`config.mk`:
```
export PLATFORM = sky130hd
export DESIGN_NAME = gomba_top
export DESIGN_NICKNAME = d
export VERILOG_FILES = /design/src/gomba_pkg.sv /design/src/gomba_sprite.sv /design/src/gomba_top.sv /design/src/gomba_walker.sv
export VERILOG_INCLUDE_DIRS = /design/src
export SDC_FILE = /design/constraint.sdc
export NUM_CORES = 1
export LEC_CHECK = 0
export BUFFER_PORTS_ARGS = -buffer_cell sky130_fd_sc_hd__buf_4
export CAP_MARGIN = 30
export CORE_MARGIN = 2
export CORE_UTILIZATION = 49
export CTS_BUF_LIST = sky130_fd_sc_hd__clkbuf_16
export CTS_CLUSTER_SIZE = 40
export DETAILED_ROUTE_END_ITERATION = 8
export PLACE_DENSITY = 0.84
export SYNTH_ARGS = -nofsm -noshare
export SYNTH_HDL_FRONTEND = slang
export SYNTH_SLANG_ARGS = --single-unit
```
`constraint.sdc`:
```
create_clock -name Clk -period 3.19 [get_ports Clk]
set_input_delay 0.1595 -clock Clk [delete_from_list [all_inputs] [get_ports Clk]]
set_output_delay 0.1595 -clock Clk [all_outputs]
set_load 0.1 [all_outputs]
```
`src/gomba_settings.svh`:
```
`ifndef GOMBA_SETTINGS_SVH
`define GOMBA_SETTINGS_SVH

// widths of the data that runs through the sprite.
`define GOMBA_COORD_W       10
`define GOMBA_RGB_W         24
`define GOMBA_COUNT_W       3

// playfield bounds in world columns.
`define GOMBA_X_MIN         0
`define GOMBA_X_MAX         639

// spawn point, the row never changes while walking.
`define GOMBA_X_START       400
`define GOMBA_Y_START       384

`define GOMBA_SIZE          32      // the sprite is square.
`define GOMBA_STEP          2       // pixels per frame.

// frame counts for the re-aim period and the squashed picture.
`define GOMBA_GAIT_FRAMES   4
`define GOMBA_DEATH_FRAMES  4

`endif

```
`src/gomba_pkg.sv`:
```
`include "gomba_settings.svh"

package gomba_pkg;

    typedef logic [`GOMBA_COORD_W-1:0] coord_t;       // velocity uses two's complement.
    typedef logic [`GOMBA_RGB_W-1:0]   rgb_t;
    typedef logic [`GOMBA_COUNT_W-1:0] frame_count_t;

    // bit 0 is the foot phase, bit 1 the direction, for the four walking poses.
    typedef enum logic [2:0] {
        WALK_LEFT_A  = 3'd0,
        WALK_LEFT_B  = 3'd1,
        WALK_RIGHT_A = 3'd2,
        WALK_RIGHT_B = 3'd3,
        DYING        = 3'd4,
        GONE         = 3'd5
    } walk_state_e;

endpackage

```
`src/gomba_sprite.sv`:
```
`timescale 1ns/1ps
`include "gomba_settings.svh"

module gomba_sprite
    import gomba_pkg::*;
(
    input  logic        Clk,
    input  logic        arst_n,
    input  coord_t      pos_x,
    input  coord_t      pos_y,
    input  coord_t      scroll_x,
    input  coord_t      draw_x,
    input  coord_t      draw_y,
    input  walk_state_e state,
    input  rgb_t        frame_a,
    input  rgb_t        frame_b,
    input  rgb_t        frame_squashed,
    output logic        hit,
    output rgb_t        pixel_rgb
);

    localparam logic [`GOMBA_COORD_W:0] SIZE_WIDE = (`GOMBA_COORD_W + 1)'(`GOMBA_SIZE);

    logic [`GOMBA_COORD_W:0] world_x;
    logic [`GOMBA_COORD_W:0] box_right;
    logic [`GOMBA_COORD_W:0] box_bottom;
    logic                    inside_x;
    logic                    inside_y;
    logic                    hit_next;
    rgb_t                    rgb_next;

    // one extra bit keeps the box edges and the scrolled column from wrapping.
    assign world_x    = {1'b0, draw_x} + {1'b0, scroll_x};
    assign box_right  = {1'b0, pos_x} + SIZE_WIDE;
    assign box_bottom = {1'b0, pos_y} + SIZE_WIDE;

    assign inside_x = (world_x >= {1'b0, pos_x}) && (world_x < box_right);
    assign inside_y = (draw_y > pos_y) && ({1'b0, draw_y} < box_bottom); // top row is excluded.
    assign hit_next = inside_x && inside_y && (state != GONE);

    always_comb
    begin
        case (state)
            WALK_LEFT_A, WALK_RIGHT_A: rgb_next = frame_a;
            WALK_LEFT_B, WALK_RIGHT_B: rgb_next = frame_b;
            DYING:                     rgb_next = frame_squashed;
            default:                   rgb_next = '0;
        endcase
    end

    always_ff @(posedge Clk or negedge arst_n)
    begin
        if (!arst_n)
        begin
            hit       <= 1'b0;
            pixel_rgb <= '0;
        end
        else
        begin
            hit       <= hit_next;
            pixel_rgb <= rgb_next;
        end
    end

endmodule

```
`src/gomba_top.sv`:
```
`timescale 1ns/1ps

module gomba_top
    import gomba_pkg::*;
(
    input  logic   Clk,
    input  logic   arst_n,
    input  logic   frame_clk,
    input  logic   alive,
    input  coord_t player_x,
    input  coord_t scroll_x,
    input  coord_t draw_x,
    input  coord_t draw_y,
    input  rgb_t   frame_a,
    input  rgb_t   frame_b,
    input  rgb_t   frame_squashed,
    output coord_t gomba_x,
    output coord_t gomba_y,
    output logic   dead,
    output logic   gone,
    output logic   hit,
    output rgb_t   pixel_rgb
);

    coord_t      pos_x;
    coord_t      pos_y;
    walk_state_e state;

    gomba_walker u_walker
    (
        .Clk       (Clk),
        .arst_n    (arst_n),
        .frame_clk (frame_clk),
        .alive     (alive),
        .player_x  (player_x),
        .pos_x     (pos_x),
        .pos_y     (pos_y),
        .state     (state)
    );

    gomba_sprite u_sprite
    (
        .Clk            (Clk),
        .arst_n         (arst_n),
        .pos_x          (pos_x),
        .pos_y          (pos_y),
        .scroll_x       (scroll_x),
        .draw_x         (draw_x),
        .draw_y         (draw_y),
        .state          (state),
        .frame_a        (frame_a),
        .frame_b        (frame_b),
        .frame_squashed (frame_squashed),
        .hit            (hit),
        .pixel_rgb      (pixel_rgb)
    );

    assign gomba_x = pos_x;
    assign gomba_y = pos_y;

    // dead stays high once gone so the game logic sees a single fall.
    assign dead = (state == DYING) || (state == GONE);
    assign gone = (state == GONE);

endmodule

```
`src/gomba_walker.sv`:
```
`timescale 1ns/1ps
`include "gomba_settings.svh"

module gomba_walker
    import gomba_pkg::*;
(
    input  logic        Clk,
    input  logic        arst_n,
    input  logic        frame_clk,
    input  logic        alive,
    input  coord_t      player_x,
    output coord_t      pos_x,
    output coord_t      pos_y,
    output walk_state_e state
);

    localparam coord_t       X_MIN      = coord_t'(`GOMBA_X_MIN);
    localparam coord_t       X_MAX      = coord_t'(`GOMBA_X_MAX);
    localparam coord_t       X_START    = coord_t'(`GOMBA_X_START);
    localparam coord_t       Y_START    = coord_t'(`GOMBA_Y_START);
    localparam coord_t       SIZE       = coord_t'(`GOMBA_SIZE);
    localparam coord_t       VEL_RIGHT  = coord_t'(`GOMBA_STEP);
    localparam coord_t       VEL_LEFT   = coord_t'(-`GOMBA_STEP);
    localparam frame_count_t GAIT_LAST  = frame_count_t'(`GOMBA_GAIT_FRAMES);
    localparam frame_count_t DEATH_LAST = frame_count_t'(`GOMBA_DEATH_FRAMES);

    logic [1:0]   frame_sync;
    logic         frame_seen;
    logic         tick;
    coord_t       vel;
    coord_t       vel_next;
    frame_count_t count;
    frame_count_t count_next;
    walk_state_e  state_next;
    coord_t       x_stepped;
    coord_t       x_next;
    coord_t       y_next;
    logic         foot_b;
    logic         player_left;

    function automatic walk_state_e walk_pose(input logic go_right, input logic b_foot);
        walk_state_e pose;
        case ({go_right, b_foot})
            2'b00:   pose = WALK_LEFT_A;
            2'b01:   pose = WALK_LEFT_B;
            2'b10:   pose = WALK_RIGHT_A;
            default: pose = WALK_RIGHT_B;
        endcase
        return pose;
    endfunction

    // frame_clk comes from the video timing domain.
    always_ff @(posedge Clk or negedge arst_n)
    begin
        if (!arst_n)
        begin
            frame_sync <= '0;
            frame_seen <= 1'b0;
            tick       <= 1'b0;
        end
        else
        begin
            frame_sync <= {frame_sync[0], frame_clk};
            frame_seen <= frame_sync[1];
            tick       <= frame_sync[1] & ~frame_seen; // one cycle per rising edge.
        end
    end

    assign foot_b      = (state == WALK_LEFT_B) || (state == WALK_RIGHT_B);
    assign player_left = player_x < pos_x;
    assign x_stepped   = pos_x + vel;                  // uses the velocity from before the tick.

    always_comb
    begin
        state_next = state;
        vel_next   = vel;
        count_next = count;
        x_next     = pos_x;
        y_next     = pos_y;
        if (tick)
        begin
            case (state)
                DYING:
                begin
                    count_next = count + 1'b1;
                    if (count == DEATH_LAST)
                    begin
                        state_next = GONE;
                        x_next     = '0;
                        y_next     = '0;
                    end
                end
                GONE:
                begin
                    x_next = '0;
                    y_next = '0;
                end
                default:
                begin
                    x_next = (x_stepped > X_MAX) ? X_MAX : x_stepped;
                    if (!alive)
                    begin
                        state_next = DYING;
                        vel_next   = '0;
                        count_next = '0;
                    end
                    else if (pos_x <= X_MIN)
                    begin
                        state_next = walk_pose(1'b1, !foot_b);
                        vel_next   = VEL_RIGHT;
                    end
                    else if (pos_x + SIZE >= X_MAX)
                    begin
                        state_next = walk_pose(1'b0, !foot_b);
                        vel_next   = VEL_LEFT;
                    end
                    else if (count == GAIT_LAST)
                    begin
                        // Turn toward the player and swap feet.
                        state_next = walk_pose(!player_left, !foot_b);
                        vel_next   = player_left ? VEL_LEFT : VEL_RIGHT;
                        count_next = '0;
                    end
                    else
                    begin
                        count_next = count + 1'b1;
                    end
                end
            endcase
        end
    end

    always_ff @(posedge Clk or negedge arst_n)
    begin
        if (!arst_n)
        begin
            state <= WALK_LEFT_A;
            vel   <= '0;                                // first move waits for a decision.
            count <= '0;
            pos_x <= X_START;
            pos_y <= Y_START;
        end
        else
        begin
            state <= state_next;
            vel   <= vel_next;
            count <= count_next;
            pos_x <= x_next;
            pos_y <= y_next;
        end
    end

endmodule

```
==> impl_metrics.sql, run 1 <==
INSERT INTO impl_metrics (metric_group, metric, value, unit) VALUES
('placed_design', 'gp_congestion', '0.882', ''),
('yosys', 'synth_common_cells', 'sky130_fd_sc_hd__ha_1 (49), sky130_fd_sc_hd__dfrtp_1 (44), sky130_fd_sc_hd__o21ai_0 (37), sky130_fd_sc_hd__nand3_1 (29), sky130_fd_sc_hd__mux2i_1 (25)', ''),
('setup_path', 'crit_start', 'scroll_x[0]', ''),
('yosys', 'netlist_area', '0.00376', 'mm²'),
('yosys', 'synth_edf_count', '0', ''),
('setup_path', 'worst_path_most_repeated_cell', 'sky130_fd_sc_hd__ha_1', ''),
('detailed_routing', 'met1_length', '4.09', 'mm'),
('yosys', 'yosysTopAreaCellShare', '29.3', '%'),
('sta', 'setup_repair_after_global_routing_missed_its_margin', 'no', ''),
('min_path', 'hold_class', 'input port to flop', ''),
('yosys', 'postSynthAreaPerCell', '9.23', 'µm²'),
('yosys', 'post_synth_inst_count', '407', ''),
('yosys', 'yosys.cell_count.top_type', 'sky130_fd_sc_hd__ha_1', ''),
('final_layout', 'fraction_of_layout_instances_using_a_drive_strength_above_1', '32.4', '%'),
('setup_path', 'timing.critical_path.cells', 'buf_4, ha_1, inv_1, fa_1, nor2b_1, o21ai_0, a21boi_0, o21a_1, nor2_1, xnor2_1, ha_1, a21o_1, a2111oi_1, a21oi_1, o311a_1', ''),
('floorplanning', 'full_die_area', '0.00839', 'mm²'),
('final_layout', 'antenna-diode-count', '0', ''),
('setup_path', 'timing_worst_setup_path_type', 'input port to flop', ''),
('grt', 'grt_antenna_before_repair', '0', ''),
('power', 'maximum_resistive_drop_on_vdd', '0.000698', 'V'),
('sta', 'fin_crit', '2.87', 'ns'),
('detailed_routing', 'top_layer', 'met4', ''),
('power', 'p_leak', '2.72', 'nW'),
('setup_path', 'timing.critical_path.required', '3.36', 'ns'),
('floorplanning', 'die-height', '91.6', 'µm'),
('final_layout', 'layout.nets', '725', ''),
('sta', 'fmax', '348', 'MHz'),
('clock_network', 'clock_latency', '0.29', 'ns'),
('grt', 'global_route_wire_length_before_repair', '16.7', 'mm'),
('setup_path', 'critPathArrivalTime', '3.04', 'ns'),
('grt', 'grt_remaining_overflow', '0', ''),
('detailed_routing', 'first_pass_iters', '4', ''),
('detailed_routing', 'initial_drc_count', '176', ''),
('floorplanning', 'dieWidth', '91.6', 'µm'),
('yosys', 'async_reset_ff_share', '100', '%'),
('placed_design', 'dpl_worst_slack', '-0.0107', 'ns'),
('clock_network', 'cts_made_buffers', '5', ''),
('setup_path', 'crit-reg2reg-capture', 'u_walker.pos_x[1]', ''),
('grt', 'grt_start_max_net_pins', '51', ''),
('clock_network', 'cts_max_path_buffers', '2', ''),
('yosys', 'synth-seq-cells', '48', ''),
('detailed_routing', 'met2RoutedLength', '5.30', 'mm'),
('power', 'finalPower', '4.88', 'mW'),
('detailed_routing', 'vias_per_cell', '5.48', ''),
('power', 'p_per_area', '942', 'mW/mm²'),
('yosys', 'ys.warnings.count', '0', ''),
('grt', 'via_count_of_the_first_global_routing_pass', '3661', ''),
('yosys', 'synth_largest_area_cell', 'sky130_fd_sc_hd__dfrtp_1', ''),
('sta', 'postLayoutSetupSlackWorst', '0.318', 'ns'),
('setup_path', 'r2r_slack', '0.60', 'ns'),
('final_layout', 'sequential_cell_area_in_the_final_layout', '0.00121', 'mm²'),
('sta', 'layout_worst_path_cycle_share', '90.0', '%'),
('detailed_routing', 'detail_route.wirelength', '10.2', 'mm'),
('setup_path', 'cp-endpoint', 'u_sprite.hit', ''),
('placed_design', 'dpl.hpwl', '8.05', 'mm'),
('yosys', 'synth.yosys.seq_area_share', '32.1', '%'),
('setup_path', 'cp_max_fo', '2', ''),
('flow_run', 'maxCapViolations', '0', ''),
('floorplanning', 'floorplan.initialDensity', '51.3', '%'),
('floorplanning', 'placementRows', '31', ''),
('yosys', 'synth.distinct_cells', '57', ''),
('clock_network', 'cts_tree', 'yes', ''),
('final_layout', 'area_taken_by_multi_input_logic_gates', '0.00236', 'mm²'),
('final_layout', 'fillers', '545', ''),
('detailed_routing', 'drt_drc_violations_left', '0', ''),
('grt', 'gr-usage-all-layers', '24.4', '%'),
('detailed_routing', 'via_count', '3606', ''),
('yosys', 'netlist_top_cells_area', 'sky130_fd_sc_hd__dfrtp_1 (29%), sky130_fd_sc_hd__ha_1 (16%), sky130_fd_sc_hd__mux2i_1 (6.7%)', ''),
('run_status', 'run_status', 'complete, no violations', ''),
('setup_path', 'setup.worst_path.start_class', 'input port', ''),
('floorplanning', 'num_io_pins', '163', '');
==> worst min-delay path by stage <==
| stage | startpoint | cells after the start | to |
|---|---|---|---|
| after floorplan | arst_n | 0 | u_sprite.hit |
| after global placement | arst_n | 1 | u_sprite.pixel_rgb[9] |
| after detailed placement | arst_n | 1 | u_sprite.pixel_rgb[9] |
| after CTS | frame_squashed[5] | 3 | u_sprite.pixel_rgb[5] |
| after global routing | frame_squashed[5] | 3 | u_sprite.pixel_rgb[5] |
| final | frame_squashed[11] | 3 | u_sprite.pixel_rgb[11] |
==> worst min-delay path: cells and delay by family <==
kind | cells | cell delay, ns
compound gates | 1 | 0.06
buf+inv | 1 | 0.08
simple gates | 1 | 0.05
==> area by class of cell <==
class                      instances  share of cell area (%)
clock buffer                       5                    2.42
clock inverter                     3                    1.33
inverter                          24                    1.74
multi-input combinational        319                    45.6
sequential                        48                    23.3
tap                               99                    2.39
timing repair buffer             160                    23.3
==> per-layer routing <==
metal  vias up  track usage [%]
met5         -                0
met4         0             7.20
met3        23             4.90
met2       132             44.1
met1      1682             29.1
li1       1769                -
==> kinds of logic (layout without fill, tap and decap cells) <==
| logic type | Yosys count | count (layout) | share of synthesized area, % |
|---|---|---|---|
| muxes | 26 | 26 | 7.06 |
| other | 1 | 8 | 0.0998 |
| buffers and inverters | 47 | 192 | 5.86 |
| DFF | 48 | 48 | 32.1 |
| adders and majority gates | 51 | 51 | 17.4 |
| xor gates and xnor gates | 16 | 16 | 3.93 |
| AOI/OAI and AO/OA | 113 | 113 | 19.8 |
| and+or+nand+nor | 105 | 105 | 13.8 |
==> sequential cells by signal, summed over array words and instances (netlist names) <==
| name | cells |
|---|---|
| u_walker.state | 3 |
| u_walker.vel | 2 |
| u_sprite.pixel_rgb | 24 |
| u_walker.tick | 1 |
| u_walker.frame_seen | 1 |
| u_walker.frame_sync | 2 |
| u_walker.pos_y | 1 |
| u_walker.count | 3 |
| u_sprite.hit | 1 |
| u_walker.pos_x | 10 |
==> power by group <==
| part | internal (mW) | switching (mW) |
|---|---|---|
| registers | 0.814 | 0.153 |
| logic | 0.900 | 2.33 |
| clock network | 0.452 | 0.233 |
| total | 2.17 | 2.72 |
==> per-stage QoR <==
| step | setup TNS [ns] | util, % | cells | instance area (µm²) | hold WS, ns |
|---|---|---|---|---|---|
| 2_1_floorplan | 0 | - | 414 | 3780 | -0.136 |
| 3_3_place_gp | 0 | 67.7 | 648 | 4960 | 0.199 |
| 3_5_place_dp | -0.0107 | 67.7 | 648 | 4960 | 0.207 |
| 4_1_cts | 0 | 70.6 | 658 | 5180 | 0.100 |
| 5_1_grt | 0 | 70.7 | 658 | 5180 | 0.123 |
| 6_report | 0 | 70.7 | 658 | 5180 | 0.0994 |
==> timing repair <==
| action | 4_1_cts | 5_1_grt |
|---|---|---|
| resized for setup | 0 | 1 |
| setup endpoints to repair | 0 | 1 |
| endpoints found under the hold margin | 45 | 0 |
| hold buffers | 2 | 0 |
==> layout by cell type (no fill, tap or decap), types with 3 or more instances in the layout <==
cell type / count
sky130_fd_sc_hd__a211oi_1: 3
sky130_fd_sc_hd__a21o_1: 8
sky130_fd_sc_hd__a21oi_1: 22
sky130_fd_sc_hd__a221oi_1: 3
sky130_fd_sc_hd__a31oi_1: 6
sky130_fd_sc_hd__and3_1: 5
sky130_fd_sc_hd__buf_4: 158
sky130_fd_sc_hd__clkbuf_16: 5
sky130_fd_sc_hd__conb_1: 8
sky130_fd_sc_hd__dfrtp_1: 44
sky130_fd_sc_hd__dfstp_2: 4
sky130_fd_sc_hd__ha_1: 49
sky130_fd_sc_hd__inv_1: 24
sky130_fd_sc_hd__mux2i_1: 25
sky130_fd_sc_hd__nand2_1: 24
sky130_fd_sc_hd__nand2b_1: 3
sky130_fd_sc_hd__nand3_1: 29
sky130_fd_sc_hd__nor2_1: 20
sky130_fd_sc_hd__nor2b_1: 5
sky130_fd_sc_hd__nor3_1: 4
sky130_fd_sc_hd__o211ai_1: 4
sky130_fd_sc_hd__o21a_1: 6
sky130_fd_sc_hd__o21ai_0: 37
sky130_fd_sc_hd__or3_1: 4
sky130_fd_sc_hd__xnor2_1: 13
No activity file was read; power rests on OpenSTA's default activity.
==> run 2: changes to the inputs <==
CELL_PAD_IN_SITES_DETAIL_PLACEMENT = 0   (was default)
CELL_PAD_IN_SITES_GLOBAL_PLACEMENT = 2   (was default)
CORE_UTILIZATION = 27   (was 49)
PLACE_DENSITY = 0.82   (was 0.84)
==> run 2 against run 1 <==
  * Cell count grew 13%
  * Flip-flop and latch count unchanged
  * Global-route usage fell by 10 points
  * Sequential share of layout area decreased by 0.27 points
  * First-iteration DRC count is 43% lower
  * Critical path depth grew 1
  * Wire length up 3.0%
  * Final area rose by 1.2%
  * Worst setup slack got worse by 0.047 ns
  * Non-clock buffer count is 2 higher
  * Highest routed layer unchanged
==> impl_metrics.sql, run 2 (synthesis gave the netlist of run 1 again) <==
INSERT INTO impl_metrics (metric_group, metric, value, unit) VALUES
('setup_path', 'setup.worst_path.start_class', 'input port', ''),
('setup_path', 'critPathArrivalTime', '3.09', 'ns'),
('final_layout', 'layout_top_registers', 'u_sprite.pixel_rgb x24, u_walker.pos_x x10', ''),
('clock_network', 'cts.clk_slew.worst_paths', '0.06', 'ns'),
('run_status', 'run_status', 'complete, no violations', ''),
('final_layout', 'largest_register_ff_count', '24', ''),
('sta', 'tightestPinTransition', '0.633', 'ns'),
('detailed_routing', 'wire_length_per_cell', '14.2', 'µm'),
('grt', 'grt_antenna_before_repair', '0', ''),
('grt', 'gr-usage-all-layers', '14.1', '%'),
('final_layout', 'fraction_of_layout_instances_using_a_drive_strength_above_1', '32.3', '%'),
('setup_path', 'crit_start', 'scroll_x[0]', ''),
('final_layout', 'registers.top_by_ff_count', 'u_sprite.pixel_rgb', ''),
('floorplanning', 'floorplan.initialDensity', '27.4', '%'),
('sta', 'number_of_setup_violations_in_the_final_report', '0', ''),
('clock_network', 'postCtsSetupBuffers', '0', ''),
('grt', 'grt_remaining_overflow', '0', ''),
('detailed_routing', 'drt_drc_violations_left', '0', ''),
('flow_run', 'maxCapViolations', '0', ''),
('power', 'maximum_resistive_drop_on_vdd', '0.000369', 'V'),
('sta', 'whs', '0.107', 'ns'),
('clock_network', 'cts_tree', 'yes', ''),
('placed_design', 'dpl.hpwl', '8.54', 'mm'),
('detailed_routing', 'antenna_violating_nets_post_route', '0', ''),
('setup_path', 'timing.critical_path.required', '3.36', 'ns'),
('setup_path', 'cp_max_fo', '3', ''),
('sta', 'setup_repair_after_global_routing_missed_its_margin', 'no', ''),
('grt', 'grt.met3_usage', '3.98', '%'),
('grt', 'grt_most_used_layer', 'met2', ''),
('detailed_routing', 'first_pass_iters', '4', ''),
('final_layout', 'mostFrequentLayoutCells', 'sky130_fd_sc_hd__buf_4 (160), sky130_fd_sc_hd__ha_1 (49), sky130_fd_sc_hd__dfrtp_1 (44)', ''),
('floorplanning', 'full_die_area', '0.0149', 'mm²'),
('final_layout', 'layout.nets', '727', ''),
('min_path', 'min-delay-start', 'frame_squashed[1]', ''),
('floorplanning', 'num_io_pins', '163', ''),
('setup_path', 'crit-reg2reg-launch', 'u_walker.vel[1]', ''),
('clock_network', 'clock_latency', '0.28', 'ns'),
('final_layout', 'area_taken_by_multi_input_logic_gates', '0.00236', 'mm²'),
('final_layout', 'sequential_cell_area_in_the_final_layout', '0.00121', 'mm²'),
('setup_path', 'timing_worst_setup_path_type', 'input port to flop', ''),
('sta', 'fmax', '343', 'MHz'),
('sta', 'total_count_of_max_transition_violations_in_the_final_report', '0', ''),
('sta', 'max-slew-margin-rel', '57.8', '%'),
('power', 'p_per_area', '891', 'mW/mm²'),
('clock_network', 'cts.sinks', '48', ''),
('grt', 'grt_start_max_net_pins', '51', ''),
('sta', 'worst_clock_skew', '0.00270', 'ns'),
('floorplanning', 'core_region_area', '0.0137', 'mm²'),
('min_path', 'hold_class', 'input port to flop', ''),
('sta', 'layout_worst_path_cycle_share', '91.5', '%'),
('grt', 'grt_use_met2', '25.6', '%'),
('detailed_routing', 'initial_drc_count', '100', ''),
('final_layout', 'final_cells', '741', ''),
('final_layout', 'fillers', '1407', ''),
('floorplanning', 'dieWidth', '122', 'µm'),
('final_layout', 'layout_commonest_cell', 'sky130_fd_sc_hd__buf_4', ''),
('grt', 'via_count_of_the_first_global_routing_pass', '3568', ''),
('placed_design', 'post-place-cells', '731', ''),
('detailed_routing', 'via_count', '3487', ''),
('clock_network', 'cts_hold_buffers', '2', ''),
('final_layout', 'synthToLayoutAreaGrowth', '39.4', '%'),
('floorplanning', 'placementRows', '43', ''),
('clock_network', 'clock_tree.htree_level_count', '2', ''),
('floorplanning', 'die-height', '122', 'µm'),
('final_layout', 'antenna-diode-count', '0', ''),
('placed_design', 'gp_congestion', '0.837', ''),
('power', 'finalPower', '4.67', 'mW'),
('grt', 'global_route_wire_length_before_repair', '16.7', 'mm'),
('detailed_routing', 'detail_route.wirelength', '10.5', 'mm'),
('placed_design', 'count_of_input_and_output_buffers', '154', ''),
('sta', 'timing.final.hold_violations', '0', ''),
('clock_network', 'clockRootBuffer', 'sky130_fd_sc_hd__clkbuf_16', ''),
('grt', 'groute.layer.met1.usage', '16.5', '%'),
('power', 'p_leak', '2.71', 'nW'),
('detailed_routing', 'vias_per_cell', '4.71', ''),
('clock_network', 'ctsResizeCount', '0', ''),
('setup_path', 'worst_setup_path_end_kind', 'flop', ''),
('sta', 'fin_crit', '2.92', 'ns'),
('clock_network', 'cts_made_buffers', '5', ''),
('clock_network', 'cts_max_path_buffers', '2', '');
[run 2: changes by cell type in the layout (fill, tap and decap cells not counted), sizes merged]
cell / before / now
clkinvlp: 0 / 1
buf: 158 / 160
clkinv: 0 / 1
bufinv: 2 / 0
[run 2: layout make-up]
class                      count  share of cell area (%)
inverter                      24                    1.72
sequential                    48                    23.0
tap                          180                    4.30
clock buffer                   5                    2.39
multi-input combinational    319                    45.0
clock inverter                 3                   0.286
timing repair buffer         162                    23.3
[run 2: path summary, 6_finish.rpt]
path / cells after the start / to / slack (ns)
setup / recovery: 16 / u_sprite.hit / 0.27
hold / removal: 3 / u_sprite.pixel_rgb[1] / 0.11
setup reg to reg: 8 / u_walker.pos_x[2] / 0.58
hold reg to reg: 0 / u_walker.frame_sync[1] / 0.36
max in group asynchronous: 2 / u_sprite.pixel_rgb[2] / 2.31
min in group asynchronous: 2 / u_sprite.pixel_rgb[17] / 0.45
[run 2: critical path, cell delays in order]
cell and delay (ns):
sky130_fd_sc_hd__buf_4 0.08, sky130_fd_sc_hd__ha_1 0.16, sky130_fd_sc_hd__inv_1 0.05, sky130_fd_sc_hd__fa_1 0.39, sky130_fd_sc_hd__nor2b_1 0.12, sky130_fd_sc_hd__o21ai_0 0.09
sky130_fd_sc_hd__a21boi_0 0.27, sky130_fd_sc_hd__o21a_1 0.15, sky130_fd_sc_hd__nor2_1 0.04, sky130_fd_sc_hd__xnor2_1 0.22, sky130_fd_sc_hd__ha_1 0.30, sky130_fd_sc_hd__and3_1 0.17
sky130_fd_sc_hd__and3_1 0.18, sky130_fd_sc_hd__a221oi_1 0.28, sky130_fd_sc_hd__a21oi_1 0.13, sky130_fd_sc_hd__o311a_1 0.30
[run 2: power by group]
part / switching [mW] / leakage, nW / internal (mW) / total [mW]
clock: 0.220 / 0.0687 / 0.285 / 0.505
sequential: 0.138 / 0.622 / 0.814 / 0.951
combinational: 2.31 / 2.02 / 0.901 / 3.21
total: 2.67 / 2.71 / 2.00 / 4.67
[run 2: metrics by stage]
stage / setup TNS (ns) / worst slack, ns / utilization (%) / instance area [µm²]
2_1_floorplan: 0 / 0.280 / - / 3780
4_1_cts: 0 / 0.277 / 38.2 / 5240
3_3_place_gp: 0 / 0.0943 / 37.0 / 5080
5_1_grt: 0 / 0.00380 / 38.2 / 5240
3_5_place_dp: -0.0111 / -0.0111 / 37.0 / 5080
6_report: 0 / 0.271 / 38.2 / 5240
[run 2: routing by layer]
metal / routed length, µm / vias to the layer above
met1: 4450 / 1583
met5: 0 / -
met3: 843 / 6
met4: 86 / 0
li1: - / 1773
met2: 5160 / 125
==> run 3: changes to the inputs <==
CORE_ASPECT_RATIO = 1.25   (was default)
clock period = 2.9 ns   (was 3.19 ns; I/O delays follow)
==> run 3 against run 2 <==
  * Via count up 2.1%
  * Combinational power up 12%
  * First-iteration DRC count up 10%
  * Final area up 0.88%
  * Die area about the same
  * Wire length up 2.6%
  * Non-clock buffer count up 5
  * Clock-buffer cell count unchanged
  * Worst hold slack worse by 0.018 ns
  * Critical endpoint unchanged
  * Largest cell class unchanged
==> impl_metrics.sql, run 3 (synthesis gave the netlist of run 1 again) <==
INSERT INTO impl_metrics (metric_group, metric, value, unit) VALUES
('final_layout', 'layout.nets', '732', ''),
('final_layout', 'final_cells', '741', ''),
('clock_network', 'clockRootBuffer', 'sky130_fd_sc_hd__clkbuf_16', ''),
('sta', 'finalSetupTns', '0', 'ns'),
('run_status', 'run_status', 'complete, no violations', ''),
('sta', 'fmax', '370', 'MHz'),
('final_layout', 'synthToLayoutAreaGrowth', '40.7', '%'),
('final_layout', 'area_taken_by_multi_input_logic_gates', '0.00238', 'mm²'),
('clock_network', 'cts.sinks', '48', ''),
('detailed_routing', 'first_pass_iters', '4', ''),
('final_layout', 'mostFrequentLayoutCells', 'sky130_fd_sc_hd__buf_4 (165), sky130_fd_sc_hd__ha_1 (49), sky130_fd_sc_hd__dfrtp_1 (44)', ''),
('clock_network', 'cts_max_path_buffers', '2', ''),
('final_layout', 'layout.core_utilization', '38.6', '%'),
('grt', 'grt_antenna_before_repair', '0', ''),
('floorplanning', 'placementRows', '48', ''),
('grt', 'gr-usage-all-layers', '14.6', '%'),
('clock_network', 'postCtsSetupBuffers', '0', ''),
('final_layout', 'registers.top_by_ff_count', 'u_sprite.pixel_rgb', ''),
('power', 'p_leak', '2.74', 'nW'),
('sta', 'layout_worst_path_cycle_share', '93.2', '%'),
('placed_design', 'post-place-cells', '731', ''),
('setup_path', 'cp_max_fo', '2', ''),
('floorplanning', 'core_region_area', '0.0137', 'mm²'),
('power', 'finalPower', '5.19', 'mW'),
('clock_network', 'cts.clk_slew.worst_paths', '0.06', 'ns'),
('setup_path', 'crit_buf_inv', '2', ''),
('floorplanning', 'dieWidth', '110', 'µm'),
('sta', 'whs', '0.0894', 'ns'),
('power', 'maximum_resistive_drop_on_vdd', '0.000644', 'V'),
('final_layout', 'fillers', '1409', ''),
('final_layout', 'fraction_of_layout_instances_using_a_drive_strength_above_1', '33.4', '%'),
('clock_network', 'cts_tree', 'yes', ''),
('sta', 'worst_clock_skew', '0.00398', 'ns'),
('setup_path', 'critPathMaxStageDelay', '0.44', 'ns'),
('setup_path', 'timing.critical_path.required', '3.07', 'ns'),
('detailed_routing', 'vias_per_cell', '4.80', ''),
('final_layout', 'layout_commonest_cell', 'sky130_fd_sc_hd__buf_4', ''),
('final_layout', 'largest_register_ff_count', '24', ''),
('grt', 'grt_start_max_net_pins', '51', ''),
('flow_run', 'maxCapViolations', '0', ''),
('sta', 'postLayoutSetupSlackWorst', '0.198', 'ns'),
('final_layout', 'sequential_cell_area_in_the_final_layout', '0.00121', 'mm²'),
('final_layout', 'antenna-diode-count', '0', ''),
('clock_network', 'clock_latency', '0.29', 'ns'),
('clock_network', 'cts_made_buffers', '5', ''),
('setup_path', 'cp_top_family', 'compound AO/OA/AOI/OAI gates', ''),
('sta', 'fin_crit', '2.70', 'ns'),
('floorplanning', 'die-height', '136', 'µm'),
('placed_design', 'gp_congestion', '0.761', ''),
('sta', 'total_count_of_max_transition_violations_in_the_final_report', '0', ''),
('setup_path', 'worst_path_most_repeated_cell', 'sky130_fd_sc_hd__ha_1', ''),
('grt', 'grt_remaining_overflow', '0', ''),
('placed_design', 'dpl_worst_slack', '-0.244', 'ns'),
('grt', 'via_count_of_the_first_global_routing_pass', '3662', ''),
('detailed_routing', 'antenna_violating_nets_post_route', '0', ''),
('setup_path', 'critPathArrivalTime', '2.87', 'ns'),
('min_path', 'hold_class', 'input port to flop', ''),
('placed_design', 'count_of_input_and_output_buffers', '154', ''),
('detailed_routing', 'drt_drc_violations_left', '0', ''),
('floorplanning', 'floorplan.initialDensity', '27.4', '%'),
('setup_path', 'timing.critical_path.cells', 'buf_4, ha_1, inv_1, fa_2, nor2b_1, o21ai_0, a21boi_1, o21a_1, nor2_1, xnor2_1, ha_1, a21o_1, a2111oi_2, a21oi_2, o311a_1', ''),
('final_layout', 'layout_top_registers', 'u_sprite.pixel_rgb x24, u_walker.pos_x x10', ''),
('setup_path', 'cp_slowest_cell', 'sky130_fd_sc_hd__a2111oi_2', ''),
('clock_network', 'clock_tree.htree_level_count', '2', ''),
('sta', 'timing.final.hold_violations', '0', ''),
('placed_design', 'dpl.hpwl', '8.69', 'mm'),
('setup_path', 'timing_worst_setup_path_type', 'input port to flop', ''),
('detailed_routing', 'via_count', '3559', ''),
('placed_design', 'placed_area', '0.00511', 'mm²'),
('detailed_routing', 'detail_route.wirelength', '10.8', 'mm'),
('setup_path', 'setup.worst_path.start_class', 'input port', ''),
('floorplanning', 'num_io_pins', '163', ''),
('sta', 'tightestPinTransition', '0.624', 'ns'),
('setup_path', 'worst_setup_path_end_kind', 'flop', ''),
('floorplanning', 'full_die_area', '0.0149', 'mm²'),
('detailed_routing', 'initial_drc_count', '110', ''),
('sta', 'number_of_setup_violations_in_the_final_report', '0', ''),
('final_layout', 'design_area', '0.00529', 'mm²'),
('sta', 'max-slew-margin-rel', '58.4', '%'),
('detailed_routing', 'wire_length_per_cell', '14.6', 'µm'),
('grt', 'global_route_wire_length_before_repair', '17.1', 'mm'),
('power', 'p_per_area', '982', 'mW/mm²');
==> run 3: cell type report <==
| cell class | instances | share of cell area (%) |
|---|---|---|
| clock buffer | 5 | 2.37 |
| multi-input combinational | 319 | 45.0 |
| tap | 175 | 4.14 |
| sequential | 48 | 22.8 |
| inverter | 24 | 1.70 |
| clock inverter | 3 | 0.213 |
| timing repair buffer | 167 | 23.8 |
==> run 3: metal layers <==
metal	global-route usage, %	vias up	wire length, µm
li1	-	1778	-
met1	15.6	1640	4170
met2	27.4	137	5650
met3	3.93	4	919
met4	4.22	0	81
met5	0	-	0
==> run 3: path summary, 6_finish.rpt <==
check | startpoint | to | slack (ns) | depth (start not counted)
hold reg to reg | u_walker.frame_sync[0] | u_walker.frame_sync[1] | 0.35 | 0
max in group asynchronous | arst_n | u_walker.pos_x[5] | 2.05 | 2
hold / removal | frame_squashed[0] | u_sprite.pixel_rgb[0] | 0.09 | 3
min in group asynchronous | arst_n | u_sprite.pixel_rgb[15] | 0.42 | 2
setup / recovery | scroll_x[0] | u_sprite.hit | 0.20 | 15
setup reg to reg | u_walker.pos_x[5] | u_walker.state[0] | 0.42 | 7
==> run 3: where the power goes <==
part,internal [mW],leakage (nW),switching [mW]
Clock,0.311,0.0701,0.241
Sequential,0.895,0.622,0.168
Combinational,1.01,2.05,2.56
==> run 3: repair_timing <==
item | CTS | global route
resized for setup | 0 | 6
endpoints found under the setup margin | 0 | 1
hold buffers | 2 | 0
hold endpoints to repair | 45 | 0
==> run 3: worst register-to-register path: stages (launching register included) <==
cell and delay (ns):
sky130_fd_sc_hd__dfrtp_1 0.51, sky130_fd_sc_hd__ha_1 0.34, sky130_fd_sc_hd__inv_1 0.06, sky130_fd_sc_hd__or4_1 0.54
sky130_fd_sc_hd__a31oi_2 0.30, sky130_fd_sc_hd__or3_1 0.28, sky130_fd_sc_hd__a31oi_1 0.12, sky130_fd_sc_hd__o211a_1 0.22
